`config.mk`:
```
export PLATFORM = sky130hd
export DESIGN_NAME = n64_glue_top
export DESIGN_NICKNAME = d
export VERILOG_FILES = /design/src/source/glue_pkg.sv /design/src/source/backup_control.sv /design/src/source/download_router.sv /design/src/source/n64_glue_top.sv /design/src/source/pad_lane_mapper.sv /design/src/source/snac_pin_router.sv
export SDC_FILE = /design/constraint.sdc
export NUM_CORES = 1
export LEC_CHECK = 0
export ABC_CLOCK_PERIOD_IN_PS = 4750
export BUFFER_PORTS_ARGS = -buffer_cell sky130_fd_sc_hd__buf_2
export CAP_MARGIN = 20
export CORE_AREA = 2 2 139 141
export CTS_CLUSTER_DIAMETER = 80
export CTS_CLUSTER_SIZE = 20
export DETAILED_ROUTE_END_ITERATION = 8
export DIE_AREA = 0 0 141 143
export GPL_ROUTABILITY_DRIVEN = 0
export HOLD_SLACK_MARGIN = 0.05
export PLACE_DENSITY = 0.69
export SLEW_MARGIN = 25
export SYNTH_ARGS = -nofsm -noshare
export SYNTH_HDL_FRONTEND = slang
export SYNTH_HIERARCHICAL = 1
export SYNTH_SLANG_ARGS = --single-unit
```
`constraint.sdc`:
```
create_clock -name clk_1x -period 4.75 [get_ports clk_1x]
set_clock_uncertainty 0.1 [all_clocks]
set_input_delay 0.95 -clock clk_1x [delete_from_list [all_inputs] [get_ports clk_1x]]
set_output_delay 0.95 -clock clk_1x [all_outputs]
set_load 0.05 [all_outputs]
```
`src/source/glue_pkg.sv`:
```
// Glue layer shared definitions

package glue_pkg;

	// ====================
	// Widths
	// ====================
	localparam int ADDR_W     = 27;
	localparam int HALF_W     = 16;
	localparam int WORD_W     = 32;
	localparam int PIF_ADDR_W = 10;
	localparam int JOY_W      = 20;
	localparam int NUM_PADS   = 4;
	localparam int USER_W     = 7;
	localparam int PIN_W      = $clog2(USER_W);

	// Download type codes, low six bits of the host index
	localparam logic [5:0] DL_PIFROM   = 6'd0;
	localparam logic [5:0] DL_CART_N64 = 6'd1;
	localparam logic [5:0] DL_CART_GB  = 6'd2;

	// ====================
	// Joystick word layout
	// ====================
	localparam logic [4:0] JB_RIGHT   = 5'd0;
	localparam logic [4:0] JB_LEFT    = 5'd1;
	localparam logic [4:0] JB_DOWN    = 5'd2;
	localparam logic [4:0] JB_UP      = 5'd3;
	localparam logic [4:0] JB_A       = 5'd4;
	localparam logic [4:0] JB_B       = 5'd5;
	localparam logic [4:0] JB_START   = 5'd6;
	localparam logic [4:0] JB_L       = 5'd7;
	localparam logic [4:0] JB_R       = 5'd8;
	localparam logic [4:0] JB_Z       = 5'd9;
	localparam logic [4:0] JB_C_UP    = 5'd10;
	localparam logic [4:0] JB_C_RIGHT = 5'd11;
	localparam logic [4:0] JB_C_DOWN  = 5'd12;
	localparam logic [4:0] JB_C_LEFT  = 5'd13;

	// Second pad borrows the first pad's C-right as its Z
	typedef enum logic [1:0] {
		DUAL_OFF   = 2'd0,
		DUAL_P1_P2 = 2'd1,
		DUAL_P1_P3 = 2'd2
	} dual_mode_t;

	// ====================
	// SNAC user port map
	// ====================
	// Entry p is the data pin of pad p
	localparam logic [NUM_PADS-1:0][PIN_W-1:0] SNAC_PIN = {3'd4, 3'd5, 3'd0, 3'd1};
	localparam logic [USER_W-1:0] SNAC_IDLE_HIGH_PINS = 7'b100_1100;

endpackage

```
`src/source/backup_control.sv`:
```
// Backup RAM save and load control

module backup_control import glue_pkg::*; (
	input  logic        clk_1x,
	input  logic        rst_n,
	input  logic        n64_active,
	input  logic        gb_active,
	input  logic        img_mounted,
	input  logic        img_readonly,
	input  logic [31:0] img_size,
	input  logic        load_req,
	input  logic        save_req,
	input  logic        osd_status,
	input  logic        autosave_off,
	input  logic        change_pending,
	output logic        bk_load,
	output logic        bk_save,
	output logic        use_img,
	output logic        led_user
);

	logic osd_prev;
	logic n64_prev;
	logic osd_close;
	logic n64_start;
	logic img_usable;

	// Menu opened, good moment to flush the save
	assign osd_close  = osd_status & ~osd_prev;
	assign n64_start  = n64_active & ~n64_prev;
	assign img_usable = img_mounted && (img_size != '0) && !img_readonly;

	always_ff @(posedge clk_1x or negedge rst_n) begin
		if (!rst_n) begin
			osd_prev <= 1'b0;
			n64_prev <= 1'b0;
			bk_load  <= 1'b0;
			bk_save  <= 1'b0;
			use_img  <= 1'b0;
			led_user <= 1'b0;
		end else begin
			osd_prev <= osd_status;
			n64_prev <= n64_active;
			bk_load  <= load_req | (n64_active & img_mounted);
			bk_save  <= save_req | (osd_close & ~autosave_off);
			led_user <= n64_active | gb_active | change_pending;
			// New cartridge invalidates the image until one is mounted again
			if (n64_start) begin
				use_img <= 1'b0;
			end
			if (img_usable) begin
				use_img <= 1'b1;
			end
		end
	end

endmodule

```
`src/source/download_router.sv`:
```
// Host download router

module download_router import glue_pkg::*; #(
	parameter int N64_BASE = 16777216,
	parameter int GB_BASE  = 8388608
) (
	input  logic                  clk_1x,
	input  logic                  rst_n,
	input  logic                  ioctl_download,
	input  logic [7:0]            ioctl_index,
	input  logic [ADDR_W-1:0]     ioctl_addr,
	input  logic [HALF_W-1:0]     ioctl_dout,
	input  logic                  ioctl_wr,
	input  logic                  ram_wr_ready,
	output logic                  ioctl_wait,
	output logic [PIF_ADDR_W-1:0] pif_addr,
	output logic [WORD_W-1:0]     pif_data,
	output logic                  pif_wren,
	output logic                  ram_wr_valid,
	output logic [ADDR_W-1:0]     ram_wr_addr,
	output logic [WORD_W-1:0]     ram_wr_data,
	output logic                  n64_active,
	output logic                  gb_active
);

	localparam logic [ADDR_W-1:0] N64_OFS = ADDR_W'(N64_BASE);
	localparam logic [ADDR_W-1:0] GB_OFS  = ADDR_W'(GB_BASE);

	logic pif_active;
	logic cart_active;
	logic pif_wr;
	logic cart_wr;

	assign cart_active = n64_active | gb_active;
	assign pif_wr      = pif_active & ioctl_wr;
	assign cart_wr     = cart_active & ioctl_wr;

	// ====================
	// Download type flags
	// ====================
	always_ff @(posedge clk_1x or negedge rst_n) begin
		if (!rst_n) begin
			pif_active <= 1'b0;
			n64_active <= 1'b0;
			gb_active  <= 1'b0;
		end else begin
			pif_active <= ioctl_download && (ioctl_index[5:0] == DL_PIFROM);
			n64_active <= ioctl_download && (ioctl_index[5:0] == DL_CART_N64);
			gb_active  <= ioctl_download && (ioctl_index[5:0] == DL_CART_GB);
		end
	end

	// ====================
	// Boot ROM path
	// ====================
	// Halfword bytes arrive swapped relative to the ROM word order
	always_ff @(posedge clk_1x) begin
		if (pif_wr) begin
			if (!ioctl_addr[1]) begin
				pif_data[31:24] <= ioctl_dout[7:0];
				pif_data[23:16] <= ioctl_dout[15:8];
				pif_addr        <= {ioctl_index[6], ioctl_addr[10:2]};
			end else begin
				pif_data[15:8] <= ioctl_dout[7:0];
				pif_data[7:0]  <= ioctl_dout[15:8];
			end
		end
	end

	// Strobe only on the upper halfword
	always_ff @(posedge clk_1x or negedge rst_n) begin
		if (!rst_n) begin
			pif_wren <= 1'b0;
		end else begin
			pif_wren <= pif_wr & ioctl_addr[1];
		end
	end

	// ====================
	// Cartridge path
	// ====================
	always_ff @(posedge clk_1x) begin
		if (cart_wr) begin
			if (!ioctl_addr[1]) begin
				ram_wr_data[15:0] <= ioctl_dout;
				// Each cartridge type has its own memory region
				ram_wr_addr       <= ioctl_addr + (n64_active ? N64_OFS : GB_OFS);
			end else begin
				ram_wr_data[31:16] <= ioctl_dout;
			end
		end
	end

	// Word pending until memory takes it, host stalled meanwhile
	always_ff @(posedge clk_1x or negedge rst_n) begin
		if (!rst_n) begin
			ram_wr_valid <= 1'b0;
			ioctl_wait   <= 1'b0;
		end else begin
			if (ram_wr_valid && ram_wr_ready) begin
				ram_wr_valid <= 1'b0;
				ioctl_wait   <= 1'b0;
			end
			if (cart_wr && ioctl_addr[1]) begin
				ram_wr_valid <= 1'b1;
				ioctl_wait   <= 1'b1;
			end
			if (!cart_active) begin
				ioctl_wait <= 1'b0;
			end
		end
	end

endmodule

```
`src/source/n64_glue_top.sv`:
```
// N64 glue layer top

module n64_glue_top import glue_pkg::*; #(
	parameter int N64_BASE = 16777216,
	parameter int GB_BASE  = 8388608
) (
	input  logic                  clk_1x,
	input  logic                  rst_n,
	// Host download
	input  logic                  ioctl_download,
	input  logic [7:0]            ioctl_index,
	input  logic [ADDR_W-1:0]     ioctl_addr,
	input  logic [HALF_W-1:0]     ioctl_dout,
	input  logic                  ioctl_wr,
	output logic                  ioctl_wait,
	// Boot ROM and memory write ports
	output logic [PIF_ADDR_W-1:0] pif_addr,
	output logic [WORD_W-1:0]     pif_data,
	output logic                  pif_wren,
	output logic                  ram_wr_valid,
	output logic [ADDR_W-1:0]     ram_wr_addr,
	output logic [WORD_W-1:0]     ram_wr_data,
	input  logic                  ram_wr_ready,
	// Controllers
	input  logic [JOY_W-1:0]      joy0,
	input  logic [JOY_W-1:0]      joy1,
	input  logic [JOY_W-1:0]      joy2,
	input  logic [JOY_W-1:0]      joy3,
	input  dual_mode_t            dual_mode,
	output logic [NUM_PADS-1:0]   pad_a,
	output logic [NUM_PADS-1:0]   pad_b,
	output logic [NUM_PADS-1:0]   pad_z,
	output logic [NUM_PADS-1:0]   pad_start,
	output logic [NUM_PADS-1:0]   pad_l,
	output logic [NUM_PADS-1:0]   pad_r,
	output logic [NUM_PADS-1:0]   dpad_up,
	output logic [NUM_PADS-1:0]   dpad_down,
	output logic [NUM_PADS-1:0]   dpad_left,
	output logic [NUM_PADS-1:0]   dpad_right,
	output logic [NUM_PADS-1:0]   c_up,
	output logic [NUM_PADS-1:0]   c_down,
	output logic [NUM_PADS-1:0]   c_left,
	output logic [NUM_PADS-1:0]   c_right,
	// Serial adapter
	input  logic                  snac_en,
	input  logic [1:0]            pad_index,
	input  logic                  snac_tx,
	output logic                  snac_rx,
	input  logic [USER_W-1:0]     user_in,
	output logic [USER_W-1:0]     user_out,
	// Backup RAM
	input  logic                  img_mounted,
	input  logic                  img_readonly,
	input  logic [31:0]           img_size,
	input  logic                  load_req,
	input  logic                  save_req,
	input  logic                  osd_status,
	input  logic                  autosave_off,
	input  logic                  change_pending,
	output logic                  bk_load,
	output logic                  bk_save,
	output logic                  use_img,
	output logic                  led_user
);

	// Cartridge download flags shared with backup control
	logic n64_active;
	logic gb_active;

	download_router #(
		.N64_BASE (N64_BASE),
		.GB_BASE  (GB_BASE)
	) u_download_router (
		.clk_1x, .rst_n,
		.ioctl_download, .ioctl_index, .ioctl_addr, .ioctl_dout, .ioctl_wr,
		.ram_wr_ready, .ioctl_wait,
		.pif_addr, .pif_data, .pif_wren,
		.ram_wr_valid, .ram_wr_addr, .ram_wr_data,
		.n64_active, .gb_active
	);

	pad_lane_mapper u_pad_lane_mapper (
		.clk_1x, .rst_n,
		.joy0, .joy1, .joy2, .joy3, .dual_mode,
		.pad_a, .pad_b, .pad_z, .pad_start, .pad_l, .pad_r,
		.dpad_up, .dpad_down, .dpad_left, .dpad_right,
		.c_up, .c_down, .c_left, .c_right
	);

	snac_pin_router u_snac_pin_router (
		.clk_1x, .rst_n,
		.snac_en, .pad_index, .snac_tx, .user_in,
		.user_out, .snac_rx
	);

	backup_control u_backup_control (
		.clk_1x, .rst_n,
		.n64_active, .gb_active,
		.img_mounted, .img_readonly, .img_size,
		.load_req, .save_req, .osd_status, .autosave_off, .change_pending,
		.bk_load, .bk_save, .use_img, .led_user
	);

endmodule

```
`src/source/pad_lane_mapper.sv`:
```
// Joystick to button lane mapping

module pad_lane_mapper import glue_pkg::*; (
	input  logic                clk_1x,
	input  logic                rst_n,
	input  logic [JOY_W-1:0]    joy0,
	input  logic [JOY_W-1:0]    joy1,
	input  logic [JOY_W-1:0]    joy2,
	input  logic [JOY_W-1:0]    joy3,
	input  dual_mode_t          dual_mode,
	output logic [NUM_PADS-1:0] pad_a,
	output logic [NUM_PADS-1:0] pad_b,
	output logic [NUM_PADS-1:0] pad_z,
	output logic [NUM_PADS-1:0] pad_start,
	output logic [NUM_PADS-1:0] pad_l,
	output logic [NUM_PADS-1:0] pad_r,
	output logic [NUM_PADS-1:0] dpad_up,
	output logic [NUM_PADS-1:0] dpad_down,
	output logic [NUM_PADS-1:0] dpad_left,
	output logic [NUM_PADS-1:0] dpad_right,
	output logic [NUM_PADS-1:0] c_up,
	output logic [NUM_PADS-1:0] c_down,
	output logic [NUM_PADS-1:0] c_left,
	output logic [NUM_PADS-1:0] c_right
);

	logic [NUM_PADS-1:0][JOY_W-1:0] joy_all;
	logic [NUM_PADS-1:0]            z_lanes;

	// One bit position taken from every pad, lane p from pad p
	function automatic logic [NUM_PADS-1:0] gather(
		input logic [NUM_PADS-1:0][JOY_W-1:0] joys,
		input logic [4:0]                     pos
	);
		logic [NUM_PADS-1:0] lanes;
		for (int p = 0; p < NUM_PADS; p++) begin
			lanes[p] = joys[p][pos];
		end
		return lanes;
	endfunction

	assign joy_all = {joy3, joy2, joy1, joy0};

	// Dual controller: C-right of a driving pad stands in as Z of a follower
	always_comb begin
		z_lanes = gather(joy_all, JB_Z);
		case (dual_mode)
			DUAL_P1_P2: begin
				z_lanes[1] = joy0[JB_C_RIGHT];
				z_lanes[3] = joy2[JB_C_RIGHT];
			end
			DUAL_P1_P3: begin
				z_lanes[2] = joy0[JB_C_RIGHT];
				z_lanes[3] = joy1[JB_C_RIGHT];
			end
			default: begin
			end
		endcase
	end

	always_ff @(posedge clk_1x or negedge rst_n) begin
		if (!rst_n) begin
			pad_a      <= '0;
			pad_b      <= '0;
			pad_z      <= '0;
			pad_start  <= '0;
			pad_l      <= '0;
			pad_r      <= '0;
			dpad_up    <= '0;
			dpad_down  <= '0;
			dpad_left  <= '0;
			dpad_right <= '0;
			c_up       <= '0;
			c_down     <= '0;
			c_left     <= '0;
			c_right    <= '0;
		end else begin
			pad_a      <= gather(joy_all, JB_A);
			pad_b      <= gather(joy_all, JB_B);
			pad_z      <= z_lanes;
			pad_start  <= gather(joy_all, JB_START);
			pad_l      <= gather(joy_all, JB_L);
			pad_r      <= gather(joy_all, JB_R);
			dpad_up    <= gather(joy_all, JB_UP);
			dpad_down  <= gather(joy_all, JB_DOWN);
			dpad_left  <= gather(joy_all, JB_LEFT);
			dpad_right <= gather(joy_all, JB_RIGHT);
			c_up       <= gather(joy_all, JB_C_UP);
			c_down     <= gather(joy_all, JB_C_DOWN);
			c_left     <= gather(joy_all, JB_C_LEFT);
			c_right    <= gather(joy_all, JB_C_RIGHT);
		end
	end

endmodule

```
`src/source/snac_pin_router.sv`:
```
// SNAC user port steering

module snac_pin_router import glue_pkg::*; (
	input  logic              clk_1x,
	input  logic              rst_n,
	input  logic              snac_en,
	input  logic [1:0]        pad_index,
	input  logic              snac_tx,
	input  logic [USER_W-1:0] user_in,
	output logic [USER_W-1:0] user_out,
	output logic              snac_rx
);

	logic [PIN_W-1:0]  sel_pin;
	logic [USER_W-1:0] user_next;

	assign sel_pin = SNAC_PIN[pad_index];

	// Other pad pins keep their last level
	always_comb begin
		user_next          = user_out | SNAC_IDLE_HIGH_PINS;
		user_next[sel_pin] = snac_tx;
	end

	// ====================
	// Port registers
	// ====================
	// Open drain port, all ones lets the pins be read
	always_ff @(posedge clk_1x or negedge rst_n) begin
		if (!rst_n) begin
			user_out <= '1;
			snac_rx  <= 1'b1;
		end else if (snac_en) begin
			user_out <= user_next;
			snac_rx  <= user_in[sel_pin];
		end else begin
			user_out <= '1;
		end
	end

endmodule

```
==> summary.txt, run 1 <==
status: completed
final hold vios: 0
Hold WC Path Type: reg -> reg
Nets: 795
final WL: 13500 microns
clock tree sinks: 174
I/O pin cnt: 360
post-route DRC violation count: 0
WP buf/inv: 1
Total GRT Usage: 0.134
Final Setup Violations: 0
First-pass DRT Iterations: 4
delay of the slowest critical-path stage: 0.53 ns
post-CTS setup buffer count: 0
Power Dens Cells: 400 nW/um^2
die width: 141 microns
die height: 143 microns
Sum Neg Setup Slack: 0 ns
LEAKAGE: 3.59 nW
# fillers: 1699
required time of the critical path: 3.70 ns
clock latency at the later pin of the worst-skew pair: 0.41 ns
Area Overhead vs Synth: 46.1%
vias in the first global route: 3753
crit-path max FO: 2
post-place setup slack: 2.30 ns
fin crit share: 0.474
placement row count: 50
Worst Path Arrival: 1.20 ns
Initial Util: 0.293
number of H-tree levels: 4
Seq cells post-synth: 174
TritonCTS buffer count: 17
achievable frequency: 0.444 GHz
CP cell instances: buf_2
WL/cell: 15.9 microns
largest net degree at the start of global routing: 74
synthesized cell area: 5440 sq um
critical path startpoint category: register
Antenna Nets Post-Route: 0
Crit-path slowest cell: dfstp_2
CTS Buffer Depth: 2
post-cts sizing count: 0
layout cell share with drive strength beyond 1: 0.615
final std cells w/o fill: 850
storage element area: 4870 sq um
slew of the pin with the lowest slew margin: 0.902 ns
Crit. End Element: primary output
Placed Instances: 817
Worst slew margin: 0.399
CTS tree: yes
library cells used by synthesis: 36
max cap viols: 0
CTS Hold Bufs: 0
Final min period: 2.25 ns
RSZ-0062 raised after global routing: false
CORE AREA: 18600 sq um
IO buf count: 328
post-synthesis area per instance: 21.4 sq um
worst setup margin: 2.50 ns
register area share after synthesis: 0.894
grt ovf: 0
post-synthesis cell count: 254
Clock Root Buffer: clkbuf_16
Slew Limit Fails: 0
Post-DP HPWL: 10400 microns
full die area: 20200 sq um
initial antenna violation count: 1
Crit Path Category: reg -> out
footprint of the multi-input gates: 526 sq um
total vias in the final route: 3541
global-route wire length before repair: 20000 microns
Worst path top cell family by delay: flip-flops
yosys warns: 6
DRT iter0 DRCs: 87
clock-pin slew on the worst setup and hold paths: 0.07 ns
Vias/cell: 4.17
worst hold margin: 0.373 ns
VDD IR max: 0.000218 V
## cells by family (layout without fill, tap and decap cells)
| logic type | Yosys count | in the layout | synth area share |
|---|---|---|---|
| other | 1 | 4 | 0.000689 |
| adders and majority gates | 5 | 5 | 0.0129 |
| and+or+nand+nor | 38 | 38 | 0.0444 |
| AOI/OAI and AO/OA | 16 | 16 | 0.0205 |
| DFF | 174 | 174 | 0.894 |
| muxes | 6 | 6 | 0.0131 |
| xor gates and xnor gates | 1 | 1 | 0.00161 |
| buffers and inverters | 13 | 372 | 0.0124 |
## per-stage QoR
step	power, mW	utilization	area, sq um
CTS	3.23	0.428	7940
finish	3.18	0.428	7950
global route	3.31	0.428	7940
global placement	1.95	0.397	7380
floorplan	1.82	-	5450
detailed placement	1.95	0.399	7400
## final timing paths
kind	endpoint	cells past startpoint	slack, ns	from
worst max-delay path	user_out[4]	1	2.50	u_snac_pin_router/user_out[4]
worst min-delay path	u_download_router/ioctl_wait	1	0.37	u_download_router/ioctl_wait
worst max register to register	u_download_router/ram_wr_addr[8]	3	2.94	u_download_router/n64_active
worst min register to register	u_download_router/ioctl_wait	1	0.37	u_download_router/ioctl_wait
max in group asynchronous	u_backup_control/osd_prev	1	3.41	rst_n
min in group asynchronous	u_pad_lane_mapper/pad_r[1]	1	0.55	rst_n
## cells in the final DEF, fill, tap and decap left out, types with 4 or more instances in the layout
master,n
a21o_1,4
buf_2,327
clkbuf_16,17
dfrtp_1,68
dfstp_2,5
edfxtp_1,101
ha_1,4
inv_1,9
inv_6,5
nand2_1,9
nand3_1,4
nor4_1,5
nor4_2,4
o21ai_0,4
## registers in the layout, summed over array words and instances, names as in the netlist, 4 cells and up
register,flops
u_pad_lane_mapper/dpad_up,4
u_pad_lane_mapper/c_down,4
u_pad_lane_mapper/pad_z,4
u_pad_lane_mapper/c_left,4
u_download_router/ram_wr_addr,27
u_pad_lane_mapper/pad_b,4
u_pad_lane_mapper/dpad_right,4
u_pad_lane_mapper/pad_a,4
u_pad_lane_mapper/dpad_left,4
u_download_router/pif_data,32
u_pad_lane_mapper/c_right,4
u_pad_lane_mapper/pad_start,4
u_pad_lane_mapper/dpad_down,4
u_pad_lane_mapper/pad_l,4
u_snac_pin_router/user_out,4
u_pad_lane_mapper/pad_r,4
u_pad_lane_mapper/c_up,4
u_download_router/ram_wr_data,32
u_download_router/pif_addr,10
## cell usage after synthesis
library cell	count	area, sq um
nor2b_1	1	6.26
nand4_1	2	12.5
mux2i_1	3	30.0
or3_1	1	6.26
edfxtp_1	101	3030
a21o_1	4	30.0
o21ai_0	4	20.0
nand2b_1	3	18.8
nand3_1	4	20.0
a22oi_1	1	7.51
nor2_1	4	15.0
xnor2_1	1	8.76
ha_1	4	50.1
mux2_4	2	30.0
a21oi_1	1	5.00
nor4_2	4	50.1
nor4b_1	2	17.5
dfrtp_1	68	1700
nand3_2	1	10.0
o311ai_1	1	8.76
mux2_1	1	11.3
conb_1	1	3.75
nor4_1	5	31.3
buf_6	1	11.3
buf_4	3	22.5
o211a_1	1	10.0
o2bb2ai_1	1	8.76
a2bb2oi_1	1	8.76
or4b_4	1	13.8
a21boi_0	1	7.51
dfstp_2	5	131
o21ai_1	1	5.00
inv_1	9	33.8
and3_1	1	6.26
fa_1	1	20.0
nand2_1	9	33.8
## layout make-up
class | count | area share
Timing Repair Buffer | 331 | 0.212
Multi-Input combinational cell | 69 | 0.0661
Inverter | 9 | 0.00425
Clock buffer | 18 | 0.0540
Sequential cell | 174 | 0.612
Clock inverter | 14 | 0.0139
Tap cell | 234 | 0.0368
Antenna cell | 1 | 0.000315
## report_power, final
part           switching (mW)  leakage (nW)  internal, mW
clock                   0.585         0.252         0.679
sequential            0.00973          1.77          1.64
combinational           0.191          1.57        0.0818
## metal layers
metal / vias up / track usage / share of wire
met1: 1674 / 0.144 / 0.36
met2: 220 / 0.231 / 0.51
met3: 11 / 0.0681 / 0.12
met5: - / 0 / 0
met4: 0 / 0.0426 / 0.011
li1: 1636 / - / -
No activity file was read; power rests on OpenSTA's default activity.
==> run 2, diff against run 1 <==
ABC_CLOCK_PERIOD_IN_PS = 2200   (was 4750)
CORE_AREA = 2 2 141 143   (was 2 2 139 141)
DIE_AREA = 0 0 143 145   (was 0 0 141 143)
PLACE_DENSITY = 0.68   (was 0.69)
clock period = 2.2 ns   (was 4.75 ns; I/O delays follow)
==> run 2 against run 1 <==
Hold slack worse by 0.29 ns. Total power up 130%. Critical path depth stayed put. Count of clock-buffer cells in the layout shrank 1. Sequential power grew 120%. Register-to-register slack worse by 2.5 ns. Combinational power increased by 150%. Via count rose by 5.4%. Global-route usage rose by 0.57 points. Worst setup slack got worse by 2.0 ns. Final cell count is 10% higher. Non-clock buffer count grew 57.
==> summary.txt, run 2 (synthesis results as in run 1) <==
Hold WC Path Type: in -> reg
grt ovf: 0
CORE AREA: 19200 sq um
First-pass DRT Iterations: 4
status: completed
Power Dens Cells: 841 nW/um^2
Worst path top cell family by delay: flip-flops
number of H-tree levels: 4
full die area: 20700 sq um
CP Depth: 1
r2r worst-path depth: 5
Slew Limit Fails: 0
Crit Path Category: reg -> out
I/O pin cnt: 360
placement row count: 51
worst hold margin: 0.0839 ns
clock latency at the later pin of the worst-skew pair: 0.41 ns
initial antenna violation count: 1
Final min period: 1.75 ns
total vias in the final route: 3731
crit-path max FO: 2
clock tree sinks: 174
R2R Path Start: u_download_router/n64_active
CP cell instances: buf_2
delay of the slowest critical-path stage: 0.53 ns
post-route DRC violation count: 0
Largest regs: u_download_router/pif_data (32), u_download_router/ram_wr_data (32), u_download_router/ram_wr_addr (27)
worst setup path endpoint: user_out[4]
Total GRT Usage: 0.140
Worst Path Arrival: 1.21 ns
R2R setup slack: 0.48 ns
TritonCTS buffer count: 17
die height: 145 microns
fin crit share: 0.796
Final Power: 7.25 mW
Area Overhead vs Synth: 58.5%
CTS Buffer Depth: 2
DRT iter0 DRCs: 164
clock-pin slew on the worst setup and hold paths: 0.07 ns
RSZ-0062 raised after global routing: false
final WL: 14400 microns
Initial Util: 0.283
Clock Root Buffer: clkbuf_16
commonest non-fill, non-tap cell in the layout: buf_2
most frequent cells in the layout: buf_2 (327), edfxtp_1 (101), dfrtp_1 (68)
wire length on met3: 1500 microns
CTS tree: yes
WL/cell: 15.4 microns
post-place setup slack: 0.474 ns
WP buf/inv: 1
Crit. End Element: primary output
critical path startpoint category: register
largest net degree at the start of global routing: 40
layout cell share with drive strength beyond 1: 0.567
Sum Neg Setup Slack: 0 ns
Final Setup Violations: 0
Antenna Nets Post-Route: 0
die width: 143 microns
achievable frequency: 0.571 GHz
required time of the critical path: 1.66 ns
vias in the first global route: 4055
Critical R2R Capture: u_download_router/ram_wr_addr[25]
met1 WL: 5480 microns
Final Util: 0.449
# fillers: 1677
global-route wire length before repair: 21600 microns
final hold vios: 0
Vias/cell: 3.98
IO buf count: 328
routed wl met2: 7270 microns
VDD IR max: 0.000481 V
worst setup margin: 0.448 ns
Top Layer Used: met4
Nets: 852
crit path from: u_snac_pin_router/user_out[4]
Crit-path slowest cell: dfstp_2
max cap viols: 0
LEAKAGE: 3.87 nW
Post-DP HPWL: 10100 microns
==> run 2: changes by cell type in the layout (fill, tap and decap cells not counted), moves of 2 or more <==
cell           change
clkinv_4           -2
inv_8              +2
bufinv_16          +2
clkinvlp_2         -2
buf_12             +3
dlygate4sd3_1     +54
==> run 2: power breakdown <==
group,total (mW),switching [mW],leakage (nW),internal [mW]
logic,0.677,0.433,1.82,0.244
registers,3.55,0.0203,1.77,3.53
clock network,3.02,1.31,0.291,1.71
total,7.25,1.76,3.87,5.49
==> run 2: worst min-delay path by stage <==
stage / startpoint / endpoint / slack (ns) / cells after the start
6_report: joy0[11] / u_pad_lane_mapper/c_right[0] / 0.08 / 1
5_1_grt: joy0[11] / u_pad_lane_mapper/c_right[0] / 0.05 / 1
3_3_place_gp: rst_n / u_backup_control/bk_save / 0.26 / 1
2_1_floorplan: rst_n / u_backup_control/bk_load / 0.04 / 0
4_1_cts: joy0[11] / u_pad_lane_mapper/c_right[0] / 0.05 / 1
3_5_place_dp: rst_n / u_pad_lane_mapper/pad_l[1] / 0.26 / 1
==> run 2: metal layers <==
layer  GRT usage  vias to the layer above
met5           0                        -
met4      0.0396                        0
met3      0.0620                       11
met2       0.242                      231
met1       0.155                     1745
li1            -                     1744
==> run 2: stage by stage <==
stage / cell area, sq um / instances
after floorplan: 5460 / 256
final: 8620 / 938
after CTS: 8620 / 937
after global routing: 8620 / 937
after detailed placement: 7480 / 851
after global placement: 7480 / 851
==> run 2: final cells by class <==
cell class,instances,area [sq um],share of cell area
tap,265,332,0.0385
multi-input combinational,69,524,0.0608
inverter,9,33.8,0.00392
timing repair buffer,388,2270,0.263
sequential,174,4870,0.564
antenna,1,2.50,0.000290
clock inverter,15,171,0.0199
clock buffer,17,425,0.0493
==> run 2: timing repair <==
item / 4_1_cts / 5_1_grt
gates resized for setup: 0 / 0
setup buffers: 0 / 0
hold buffers: 54 / 0
endpoints found under the hold margin: 75 / 0
==> run 3, diff against run 2 <==
ABC_CLOCK_PERIOD_IN_PS = 1520   (was 2200)
CORE_AREA = 2 2 140 142   (was 2 2 141 143)
DIE_AREA = 0 0 142 144   (was 0 0 143 145)
PLACE_DENSITY = 0.71   (was 0.68)
clock period = 1.52 ns   (was 2.2 ns; I/O delays follow)
==> run 3 against run 2 <==
Design area rose by 7.2%. Non-clock buffer count increased by 64. Worst setup slack worse by 0.45 ns. Sequential power rose by 45%. Hold slack worse by 0.0092 ns. Final cell count rose by 3.8%. Critical endpoint is now u_backup_control/bk_load. Largest cell class unchanged.
==> summary.txt, run 3 (synthesis results as in run 1) <==
status: completed
Area Overhead vs Synth: 69.9%
Antenna Nets Post-Route: 0
Placement Cell Area: 7530 sq um
Critical R2R Capture: u_backup_control/bk_load
Slew Limit Fails: 0
IO buf count: 328
Vias/cell: 4.13
Total GRT Usage: 0.148
most frequent cells in the layout: buf_2 (319), dlygate4sd3_1 (109), edfxtp_1 (101)
CTS tree: yes
initial antenna violation count: 0
Initial Util: 0.285
achievable frequency: 0.658 GHz
clock latency at the later pin of the worst-skew pair: 0.41 ns
grt ovf: 0
hold path start: ioctl_index[4]
R2R Path Start: u_download_router/n64_active
TritonCTS buffer count: 17
placement row count: 51
total vias in the final route: 4025
Power Dens Cells: 1110 nW/um^2
fin crit share: 1.00
die width: 142 microns
max cap viols: 0
post-route DRC violation count: 0
final instance area: 9240 sq um
R2R setup slack: 0.0003 ns
# diodes: 0
CTS Buffer Depth: 2
WL/cell: 15.9 microns
hold depth: 3
Clock Root Buffer: clkbuf_16
RSZ-0062 raised after global routing: true
Nets: 916
required time of the critical path: 1.71 ns
full die area: 20400 sq um
final hold vios: 0
Final Util: 0.484
Largest regs: u_download_router/pif_data (32), u_download_router/ram_wr_data (32), u_download_router/ram_wr_addr (27)
commonest non-fill, non-tap cell in the layout: buf_2
DRT iter0 DRCs: 96
Final min period: 1.52 ns
worst setup margin: 0.000325 ns
global-route wire length before repair: 22700 microns
final WL: 15500 microns
die height: 144 microns
First-pass DRT Iterations: 4
number of H-tree levels: 4
Post-DP HPWL: 10200 microns
largest net degree at the start of global routing: 44
Crit Path Category: reg -> reg
vias in the first global route: 4307
I/O pin cnt: 360
Final Power: 10.3 mW
LEAKAGE: 4.14 nW
r2r worst-path depth: 3
VDD IR max: 0.000702 V
crit-path max FO: 8
CORE AREA: 19100 sq um
Final Setup Violations: 0
Hold WC Path Type: in -> reg
clock tree sinks: 174
Hold Crit Endpoint: u_download_router/gb_active
post-place setup slack: -0.0332 ns
Crit. End Element: register
clock-pin slew on the worst setup and hold paths: 0.07 ns
layout cell share with drive strength beyond 1: 0.534
worst hold margin: 0.0747 ns
Worst Path Arrival: 1.71 ns
critical path startpoint category: register
-- run 3: cell count changes in the layout (fill, tap and decap cells not counted), sizes merged --
cell	previous run	this run
bufinv	2	0
dlygate4sd3	54	109
diode	1	0
inv	18	14
clkinv	2	7
clkbuf	17	20
buf	334	341
-- run 3: timing repair --
item,CTS,global route
hold buffers,108,1
setup buffers,0,2
resized for setup,18,3
endpoints found under the hold margin,189,1
pin swaps,0,0
setup endpoints to repair,7,11
-- run 3: critical path, cell delays in order (launching register included) --
cell and delay [ns]:
dfrtp_2 0.42, buf_4 0.17, a21o_1 0.15, dlygate4sd3_1 0.56
-- run 3: worst max-delay path by stage --
| stage | startpoint | to | slack [ns] | cells past startpoint |
|---|---|---|---|---|
| finish | u_download_router/n64_active | u_backup_control/bk_load | 0.0003 | 3 |
| global route | u_download_router/n64_active | u_backup_control/bk_load | -0.05 | 3 |
| CTS | u_snac_pin_router/snac_rx | snac_rx | -0.02 | 1 |
| detailed placement | u_download_router/n64_active | u_download_router/ram_wr_addr[25] | -0.03 | 5 |
| global placement | u_download_router/n64_active | u_download_router/ram_wr_addr[24] | -0.02 | 5 |
| floorplan | u_download_router/n64_active | u_download_router/ram_wr_addr[0] | -0.13 | 2 |
-- run 3: area by class of cell --
type	instances	area (sq um)
multi-input cells	69	546
flip-flops and latches	174	4870
clock inverters	14	113
inverters	9	33.8
fillers	1614	9840
well taps	238	298
repair buffers	452	2960
clock buffers	18	429
-- run 3: where the power goes --
part	internal (mW)	switching, mW
Combinational	0.472	0.657
Clock	2.13	1.85
Sequential	5.11	0.0343
Total	7.71	2.54
-- run 3: stage by stage --
stage               TNS (ns)  instances
detailed placement   -0.0740        832
global route          -0.299        974
CTS                   -0.108        972
global placement     -0.0316        832
floorplan              -5.95        256
finish                     0        974
-- run 3: per-layer routing --
metal / global-route usage / vias to the layer above / wire length [microns]
li1: - / 1874 / -
met1: 0.166 / 1907 / 5970
met2: 0.261 / 228 / 7880
met3: 0.0553 / 16 / 1410
met4: 0.0516 / 0 / 222
met5: 0 / - / 0
